`config.mk`:
```
export PLATFORM = sky130hd
export DESIGN_NAME = commit_trace
export DESIGN_NICKNAME = d
export VERILOG_FILES = /design/src/hdl/trace_pkg.sv /design/src/hdl/commit_trace.sv /design/src/hdl/trace_arbiter.sv /design/src/hdl/trace_capture.sv /design/src/hdl/trace_fifo.sv
export SDC_FILE = /design/constraint.sdc
export NUM_CORES = 1
export LEC_CHECK = 0
export BUFFER_PORTS_ARGS = -buffer_cell sky130_fd_sc_hd__buf_2
export CAP_MARGIN = 20
export CORE_ASPECT_RATIO = 0.6
export CORE_MARGIN = 10
export CORE_UTILIZATION = 45
export DETAILED_ROUTE_END_ITERATION = 12
export PLACE_DENSITY = 0.69
export SETUP_SLACK_MARGIN = 0.4
export SLEW_MARGIN = 30
export SYNTH_ARGS = -nofsm -noshare
export SYNTH_HDL_FRONTEND = slang
export SYNTH_HIERARCHICAL = 1
export SYNTH_SLANG_ARGS = --single-unit
export TNS_END_PERCENT = 50
```
`constraint.sdc`:
```
create_clock -name clk_i -period 6.17 [get_ports clk_i]
set_input_delay 1.5425 -clock clk_i [delete_from_list [all_inputs] [get_ports clk_i]]
set_output_delay 1.5425 -clock clk_i [all_outputs]
set_load 0.02 [all_outputs]
```
`src/hdl/trace_pkg.sv`:
```
package trace_pkg;

  // ----------------------------------------
  // Sizes
  // ----------------------------------------
  localparam int unsigned NR_COMMIT_PORTS = 2;
  localparam int unsigned VLEN            = 64;
  localparam int unsigned STAMP_W         = 32;
  localparam int unsigned CAUSE_W         = 6;
  localparam int unsigned TRACE_DEPTH     = 4;
  localparam int unsigned DROP_W          = 16;
  localparam int unsigned PORT_IDX_W      = 1;

  // ----------------------------------------
  // Encodings
  // ----------------------------------------
  // RISC-V privilege levels, 2 is reserved
  typedef enum logic [1:0] {
    PRIV_LVL_U = 2'd0,
    PRIV_LVL_S = 2'd1,
    PRIV_LVL_M = 2'd3
  } priv_lvl_e;

  // Mode letter of a record, D sits in the reserved privilege slot
  typedef enum logic [1:0] {
    MODE_U = 2'd0,
    MODE_S = 2'd1,
    MODE_D = 2'd2,
    MODE_M = 2'd3
  } trace_mode_e;

  typedef enum logic {
    REC_RETIRE    = 1'b0,
    REC_EXCEPTION = 1'b1
  } rec_kind_e;

  // ----------------------------------------
  // Records
  // ----------------------------------------
  // One commit port as seen from the commit stage
  typedef struct packed {
    logic               ack;
    logic [VLEN-1:0]    pc;
    logic               ex_valid;
    logic [CAUSE_W-1:0] cause;
    logic [VLEN-1:0]    tval;
  } commit_port_t;

  typedef struct packed {
    rec_kind_e          kind;
    trace_mode_e        mode;
    logic [STAMP_W-1:0] stamp;
    logic [VLEN-1:0]    pc;
    logic [31:0]        insn;   // low word of tval
    logic [CAUSE_W-1:0] cause;
  } trace_rec_t;

  typedef trace_rec_t [NR_COMMIT_PORTS-1:0] trace_vec_t;

  typedef logic [NR_COMMIT_PORTS-1:0][DROP_W-1:0] drop_vec_t;

endpackage

```
`src/hdl/commit_trace.sv`:
```
`timescale 1ns/100ps

module commit_trace (
  input  logic                                                  clk_i,
  input  logic                                                  rst_ni,
  input  trace_pkg::commit_port_t [trace_pkg::NR_COMMIT_PORTS-1:0] commit_i,
  input  trace_pkg::priv_lvl_e                                  priv_lvl_i,
  input  logic                                                  debug_mode_i,
  input  logic                                                  trace_ready_i,
  output logic                                                  trace_valid_o,
  output trace_pkg::trace_rec_t                                 trace_rec_o,
  output logic [trace_pkg::PORT_IDX_W-1:0]                      trace_port_o,
  output trace_pkg::drop_vec_t                                  drop_cnt_o
);

  logic [trace_pkg::NR_COMMIT_PORTS-1:0] push;
  logic [trace_pkg::NR_COMMIT_PORTS-1:0] full;
  logic [trace_pkg::NR_COMMIT_PORTS-1:0] not_empty;
  logic [trace_pkg::NR_COMMIT_PORTS-1:0] pop;
  trace_pkg::trace_vec_t                 cap_rec;
  trace_pkg::trace_vec_t                 head_rec;

  // ----------------------------------------
  // Record producer
  // ----------------------------------------
  trace_capture i_trace_capture (
    .clk_i        ( clk_i        ),
    .rst_ni       ( rst_ni       ),
    .commit_i     ( commit_i     ),
    .priv_lvl_i   ( priv_lvl_i   ),
    .debug_mode_i ( debug_mode_i ),
    .full_i       ( full         ),
    .push_o       ( push         ),
    .rec_o        ( cap_rec      ),
    .drop_cnt_o   ( drop_cnt_o   )
  );

  // ----------------------------------------
  // Per-port queues
  // ----------------------------------------
  for (genvar i = 0; i < trace_pkg::NR_COMMIT_PORTS; i++) begin : gen_port_fifo
    trace_fifo #(
      .DEPTH ( trace_pkg::TRACE_DEPTH )
    ) i_trace_fifo (
      .clk_i       ( clk_i        ),
      .rst_ni      ( rst_ni       ),
      .push_i      ( push[i]      ),
      .rec_i       ( cap_rec[i]   ),
      .full_o      ( full[i]      ),
      .not_empty_o ( not_empty[i] ),
      .pop_i       ( pop[i]       ),
      .rec_o       ( head_rec[i]  )
    );
  end

  // ----------------------------------------
  // Output merge
  // ----------------------------------------
  trace_arbiter i_trace_arbiter (
    .clk_i   ( clk_i         ),
    .rst_ni  ( rst_ni        ),
    .req_i   ( not_empty     ),
    .rec_i   ( head_rec      ),
    .pop_o   ( pop           ),
    .valid_o ( trace_valid_o ),
    .ready_i ( trace_ready_i ),
    .rec_o   ( trace_rec_o   ),
    .port_o  ( trace_port_o  )
  );

endmodule

```
`src/hdl/trace_arbiter.sv`:
```
`timescale 1ns/100ps

module trace_arbiter (
  input  logic                                  clk_i,
  input  logic                                  rst_ni,
  input  logic [trace_pkg::NR_COMMIT_PORTS-1:0] req_i,
  input  trace_pkg::trace_vec_t                 rec_i,
  output logic [trace_pkg::NR_COMMIT_PORTS-1:0] pop_o,
  output logic                                  valid_o,
  input  logic                                  ready_i,
  output trace_pkg::trace_rec_t                 rec_o,
  output logic [trace_pkg::PORT_IDX_W-1:0]      port_o
);

  localparam int unsigned NR = trace_pkg::NR_COMMIT_PORTS;
  localparam int unsigned IW = trace_pkg::PORT_IDX_W;

  logic [IW-1:0] rr_ptr_q;
  logic [IW-1:0] gnt_q;
  logic          lock_q;
  logic [IW-1:0] sel_idx;
  logic [IW-1:0] idx;
  logic [IW-1:0] idx_next;
  logic          xfer;

  // ----------------------------------------
  // Round-robin search
  // ----------------------------------------
  // First requester at or after the pointer
  always_comb begin
    logic found;
    found   = 1'b0;
    sel_idx = rr_ptr_q;
    for (int k = 0; k < NR; k++) begin
      if (!found && req_i[(int'(rr_ptr_q) + k) % NR]) begin
        found   = 1'b1;
        sel_idx = IW'((int'(rr_ptr_q) + k) % NR);
      end
    end
  end

  // Stalled output keeps the earlier choice
  assign idx      = lock_q ? gnt_q : sel_idx;
  assign idx_next = (idx == IW'(NR - 1)) ? '0 : idx + IW'(1);

  assign valid_o = |req_i;
  assign xfer    = valid_o && ready_i;
  assign rec_o   = rec_i[idx];
  assign port_o  = idx;

  always_comb begin
    pop_o = '0;
    if (xfer) begin
      pop_o[idx] = 1'b1;
    end
  end

  // ----------------------------------------
  // Pointer and lock
  // ----------------------------------------
  always_ff @(posedge clk_i or negedge rst_ni) begin
    if (!rst_ni) begin
      rr_ptr_q <= '0;
      gnt_q    <= '0;
      lock_q   <= 1'b0;
    end else if (xfer) begin
      rr_ptr_q <= idx_next;
      lock_q   <= 1'b0;
    end else if (valid_o) begin
      gnt_q  <= idx;
      lock_q <= 1'b1;
    end
  end

  a_hold_on_stall: assert property (
    @(posedge clk_i) disable iff (!rst_ni)
    valid_o && !ready_i |=> valid_o && $stable(rec_o) && $stable(port_o)
  );

endmodule

```
`src/hdl/trace_capture.sv`:
```
`timescale 1ns/100ps

module trace_capture (
  input  logic                                                  clk_i,
  input  logic                                                  rst_ni,
  input  trace_pkg::commit_port_t [trace_pkg::NR_COMMIT_PORTS-1:0] commit_i,
  input  trace_pkg::priv_lvl_e                                  priv_lvl_i,
  input  logic                                                  debug_mode_i,
  input  logic [trace_pkg::NR_COMMIT_PORTS-1:0]                 full_i,
  output logic [trace_pkg::NR_COMMIT_PORTS-1:0]                 push_o,
  output trace_pkg::trace_vec_t                                 rec_o,
  output trace_pkg::drop_vec_t                                  drop_cnt_o
);

  logic [trace_pkg::STAMP_W-1:0]         cycle_q;
  trace_pkg::trace_mode_e                mode;
  trace_pkg::trace_vec_t                 rec_d;
  trace_pkg::trace_vec_t                 rec_q;
  logic [trace_pkg::NR_COMMIT_PORTS-1:0] valid_q;
  trace_pkg::drop_vec_t                  drop_q;

  // ----------------------------------------
  // Cycle stamp
  // ----------------------------------------
  // Reads 0 in the first cycle out of reset and wraps freely
  always_ff @(posedge clk_i or negedge rst_ni) begin
    if (!rst_ni) begin
      cycle_q <= '0;
    end else begin
      cycle_q <= cycle_q + trace_pkg::STAMP_W'(1);
    end
  end

  // Debug mode overrides the privilege level
  always_comb begin
    if (debug_mode_i) begin
      mode = trace_pkg::MODE_D;
    end else begin
      case (priv_lvl_i)
        trace_pkg::PRIV_LVL_U: mode = trace_pkg::MODE_U;
        trace_pkg::PRIV_LVL_S: mode = trace_pkg::MODE_S;
        default:               mode = trace_pkg::MODE_M;
      endcase
    end
  end

  // ----------------------------------------
  // Record build
  // ----------------------------------------
  always_comb begin
    for (int i = 0; i < trace_pkg::NR_COMMIT_PORTS; i++) begin
      // An exception taken in debug mode is logged as a plain retire
      if (commit_i[i].ex_valid && !debug_mode_i) begin
        rec_d[i].kind = trace_pkg::REC_EXCEPTION;
      end else begin
        rec_d[i].kind = trace_pkg::REC_RETIRE;
      end
      rec_d[i].mode  = mode;
      rec_d[i].stamp = cycle_q;
      rec_d[i].pc    = commit_i[i].pc;
      rec_d[i].insn  = commit_i[i].tval[31:0];
      rec_d[i].cause = commit_i[i].cause;
    end
  end

  always_ff @(posedge clk_i or negedge rst_ni) begin
    if (!rst_ni) begin
      valid_q <= '0;
    end else begin
      for (int i = 0; i < trace_pkg::NR_COMMIT_PORTS; i++) begin
        valid_q[i] <= commit_i[i].ack;
      end
    end
  end

  always_ff @(posedge clk_i) begin
    rec_q <= rec_d;
  end

  // ----------------------------------------
  // Push or drop
  // ----------------------------------------
  // A record meeting a full queue is lost since commit never stalls
  assign push_o = valid_q & ~full_i;
  assign rec_o  = rec_q;

  always_ff @(posedge clk_i or negedge rst_ni) begin
    if (!rst_ni) begin
      drop_q <= '0;
    end else begin
      for (int i = 0; i < trace_pkg::NR_COMMIT_PORTS; i++) begin
        if (valid_q[i] && full_i[i] && (drop_q[i] != {trace_pkg::DROP_W{1'b1}})) begin
          drop_q[i] <= drop_q[i] + trace_pkg::DROP_W'(1);
        end
      end
    end
  end

  assign drop_cnt_o = drop_q;

endmodule

```
`src/hdl/trace_fifo.sv`:
```
`timescale 1ns/100ps

module trace_fifo #(
  parameter int unsigned DEPTH = trace_pkg::TRACE_DEPTH
) (
  input  logic                  clk_i,
  input  logic                  rst_ni,
  input  logic                  push_i,
  input  trace_pkg::trace_rec_t rec_i,
  output logic                  full_o,
  output logic                  not_empty_o,
  input  logic                  pop_i,
  output trace_pkg::trace_rec_t rec_o
);

  localparam int unsigned PTR_W = $clog2(DEPTH);
  localparam int unsigned CNT_W = $clog2(DEPTH + 1);

  trace_pkg::trace_rec_t mem_q [DEPTH];

  logic [PTR_W-1:0] wr_ptr_q;
  logic [PTR_W-1:0] rd_ptr_q;
  logic [PTR_W-1:0] wr_ptr_next;
  logic [PTR_W-1:0] rd_ptr_next;
  logic [CNT_W-1:0] count_q;
  logic [CNT_W-1:0] count_d;
  logic             full_q;

  initial begin
    assert (DEPTH >= 2);
  end

  // ----------------------------------------
  // Pointers and occupancy
  // ----------------------------------------
  // Explicit wrap so DEPTH need not be a power of two
  assign wr_ptr_next = (wr_ptr_q == PTR_W'(DEPTH - 1)) ? '0 : wr_ptr_q + PTR_W'(1);
  assign rd_ptr_next = (rd_ptr_q == PTR_W'(DEPTH - 1)) ? '0 : rd_ptr_q + PTR_W'(1);

  always_comb begin
    count_d = count_q;
    case ({push_i, pop_i})
      2'b10:   count_d = count_q + CNT_W'(1);
      2'b01:   count_d = count_q - CNT_W'(1);
      default: count_d = count_q;
    endcase
  end

  always_ff @(posedge clk_i or negedge rst_ni) begin
    if (!rst_ni) begin
      wr_ptr_q <= '0;
      rd_ptr_q <= '0;
      count_q  <= '0;
      full_q   <= 1'b0;
    end else begin
      if (push_i) begin
        wr_ptr_q <= wr_ptr_next;
      end
      if (pop_i) begin
        rd_ptr_q <= rd_ptr_next;
      end
      count_q <= count_d;
      full_q  <= (count_d == CNT_W'(DEPTH));
    end
  end

  // ----------------------------------------
  // Storage
  // ----------------------------------------
  always_ff @(posedge clk_i) begin
    if (push_i) begin
      mem_q[wr_ptr_q] <= rec_i;
    end
  end

  // Head is read without a register stage
  assign rec_o       = mem_q[rd_ptr_q];
  assign full_o      = full_q;
  assign not_empty_o = (count_q != '0);

  a_no_push_full: assert property (
    @(posedge clk_i) disable iff (!rst_ni) push_i |-> !full_o
  );

  a_no_pop_empty: assert property (
    @(posedge clk_i) disable iff (!rst_ni) pop_i |-> not_empty_o
  );

endmodule

```
==> summary.txt <==
Placed design
  • Placement Setup Slack: 1580 ps
  • Dpl cell area: 54,330 um^2
  • Detail Placement HPWL: 63.22 mm
  • GPL Wtd Cong: 0.7520
  • Cells after DPL: 4,037
  • Port bufs: 384

Clock tree
  • Resized cells post-CTS: 0
  • CTS buffer count: 130
  • Max Root-Sink Buffers: 3
  • H-tree levels: 4
  • CTS tree: built
  • Clk_lat worst skew: 750 ps
  • Clock Sink Count: 1,421
  • Post-CTS setup buffer count: 0
  • Clock root buffer: clkbuf_16
  • Post-CTS Hold Buffers: 0
  • Clock Pin Slew Worst Setup and Hold Paths: 60 ps

Worst setup path
  • Required @ worst endpoint: 4630 ps
  • Critical path startpoint category: flop
  • Slowest cell delay on critical path: 690 ps
  • Max FO, Critical Path: 51
  • Crit path cell chain: or3_1, a21boi_2, o31ai_4, buf_12, mux2_2, buf_2
  • Highest-delay cell along the critical path: o31ai_4
  • Critical path class: flop to output pin
  • CP Data Arrival Time: 3770 ps
  • Crit end category: output pin

Pwr
  • Sw Pwr: 9.168 mW
  • Switching Share: 30.87%
  • Flop pwr share: 42.4%
  • Clock network power share: 26.9%
  • Comb pwr share: 30.7%
  • P per Cell Area: 506.0 nW/um^2
  • Worst vdd ir: 0.3446 mV
  • Pleak: 20.52 nW
  • Internal power: 20.53 mW

Synth
  • Asr flop ratio synth: 5.982%
  • Register bit total from synthesis: 1,421
  • Syn_nets: 2,529
  • Yosys warnings: 6
  • Post-synth top area share: 64.47%
  • Post-synthesis instance area: 51,050 um^2
  • Syn Inst Count: 2,234
  • Top_reg_cell synth: edfxtp_1
  • Synth top area cells: edfxtp_1 64%, mux4_2 12%, dfxtp_1 9.4%
  • Register area share after synthesis: 78.05%
  • Netlist cell types: 53
  • Syn_area_per_cell: 22.85 um^2
  • EDFF count, synth: 1,096
  • Post-synth top area cell: edfxtp_1

Drt
  • DRT Pass-1 Iters: 5
  • Routed Antenna Nets: 0
  • Drt wl/cell: 25.34 um
  • Initial drt markers: 1,815
  • Via count: 23.04k
  • Final WL: 108.6 mm
  • Via-per-instance ratio: 5.376
  • Post-route DRC: 0

GRT
  • Total track usage: 16.96%
  • Met1 Use GR: 21.71%
  • Busiest grt layer: met2
  • Global-route wire length before repair: 161.2 mm
  • Largest net degree at the start of global routing: 87
  • Met2 usage: 28.38%
  • Vias in the first global route: 24.97k
  • M3 GR Usage: 4.188%
  • Initial antenna violation count: 12
  • GRT overflow: 0

STA
  • Hold Vio Cnt, Final: 0
  • Setup slack after layout: 852.5 ps
  • RSZ-0062 raised after global routing: false
  • Final period util: 86.18%
  • Max Freq: 0.1881 GHz
  • Fin. max-slew vios: 0
  • Tightest Pin Transition: 925.3 ps
  • Min Tclk post-route: 5317 ps
  • Layout Skew: 21.44 ps
  • Sum Neg Setup Slack: 0 ps
  • Finish-stage setup viols: 0
  • Normalized max-slew margin: 38.31%

Cells and area
  • Fin util: 52.30%
  • FILL cells: 8,570
  • FF/Latch Area: 39,860 um^2
  • Area Growth Syn to Fin: 14.96%
  • Commonest cells after routing, fill and taps aside: 1,096 x edfxtp_1, 383 x buf_2, 274 x mux4_2
  • Commonest non-fill, non-tap cell in the layout: edfxtp_1
  • Layout Cells excl Fill: 4,285
  • Nets: 2,963
  • Area of the multi-input gates: 10,130 um^2
  • Design area: 58,690 um^2
  • Share of cells above drive strength 1: 38.26%

Die
  • Die Area: 127,800 um^2
  • Starting Density: 45.49%
  • Die width: 454.8 um
  • Rows: 95
  • Core area: 112,200 um^2
  • # IOs: 449
  • Die Ht: 280.9 um

Run status
  • Status: finished, final reports clean

Min path
  • HP Class: flop to flop

Flow run
  • Max_cap viols: 0
-- metal layers --
layer  part of all wire [%]  vias to the layer above
met5                  0.038                        -
met4                    2.6                        6
met3                    6.1                      180
met2                     50                      688
met1                     41                    12280
li1                       -                     9885
-- worst max-delay path: cells and delay by family, from the launching register on --
| kind | cells | cell delay, ps |
|---|---|---|
| multiplexers | 1 | 470 |
| AND/OR/NAND/NOR | 1 | 500 |
| AO/OA/AOI/OAI | 2 | 910 |
| flip-flops | 1 | 420 |
| buffers and inverters | 2 | 670 |
-- metrics by stage --
step                      hold slack [ps]  power, mW
final                               419.0      29.70
after global routing                428.1      30.99
after CTS                           422.8      30.13
after detailed placement            400.8      22.10
after global placement              404.4      21.84
after floorplan                     366.4      19.33
-- power by group through the flow --
stage	registers [mW]	logic, mW	clock network (mW)
2_1_floorplan	12.6	6.72	0
3_3_place_gp	12.7	9.11	0
3_5_place_dp	12.9	9.24	0
4_1_cts	12.7	9.27	8.19
5_1_grt	12.7	9.69	8.55
6_report	12.6	9.12	7.99
-- cell families (layout without fill, tap and decap cells) --
logic type      Yosys count  after routing  synth area share [%]
fa+ha+maj                17             17                0.4461
compound gates           32             32                0.4657
buf+inv                 131            673                 2.145
xor+xnor                 61             61                 1.047
simple gates            152            152                 1.787
flops                  1421           1421                 78.05
mux                     420            420                 16.06
other cells               0              6                     0
-- flip-flops by register name, indices dropped and copies added, names as in the netlist --
register	flops
gen_port_fifo.i_trace_fifo/count_q	6
gen_port_fifo.i_trace_fifo/full_o	2
gen_port_fifo.i_trace_fifo/mem_q	1096
gen_port_fifo.i_trace_fifo/rd_ptr_q	4
gen_port_fifo.i_trace_fifo/wr_ptr_q	4
i_trace_arbiter/gnt_q	1
i_trace_arbiter/lock_q	1
i_trace_arbiter/rr_ptr_q	1
i_trace_capture/cycle_q	32
i_trace_capture/drop_cnt_o	32
i_trace_capture/rec_o	240
i_trace_capture/valid_q	2
-- synthesized netlist by cell type (all sizes together) (10+ instances only) --
library cell and number:
mux2 146, dfxtp 240, o21ai 10, ha 15, buf 115, dfrtp 85, nor2 22, nor3 10
nand2 26, xnor2 35, nand3 31, xor2 26, edfxtp 1096, mux4 274, inv 13, nand4 15
-- area by class of cell --
| cell class | instances | area share [%] |
|---|---|---|
| diodes | 6 | 0.02558 |
| well taps | 1503 | 3.204 |
| inverters | 13 | 0.08315 |
| clock buffers | 193 | 6.501 |
| multi-input cells | 682 | 17.26 |
| repair buffers | 420 | 4.209 |
| clock inverters | 47 | 0.7974 |
| flip-flops and latches | 1421 | 67.92 |
-- path summary, 6_finish.rpt --
check	startpoint	end	slack [ps]	cells after the start
worst max-delay path	gen_port_fifo[0].i_trace_fifo/count_q[0]	trace_rec_o[100]	850	6
worst min-delay path	i_trace_capture/cycle_q[12]	i_trace_capture/rec_o[251]	420	0
worst max register to register	gen_port_fifo[1].i_trace_fifo/count_q[0]	gen_port_fifo[0].i_trace_fifo/full_o	3270	8
worst min register to register	i_trace_capture/cycle_q[12]	i_trace_capture/rec_o[251]	420	0
max in group asynchronous	rst_ni	gen_port_fifo[1].i_trace_fifo/rd_ptr_q[1]	4230	2
min in group asynchronous	rst_ni	i_trace_capture/cycle_q[12]	760	1
Power figures use the tool's default switching activity.
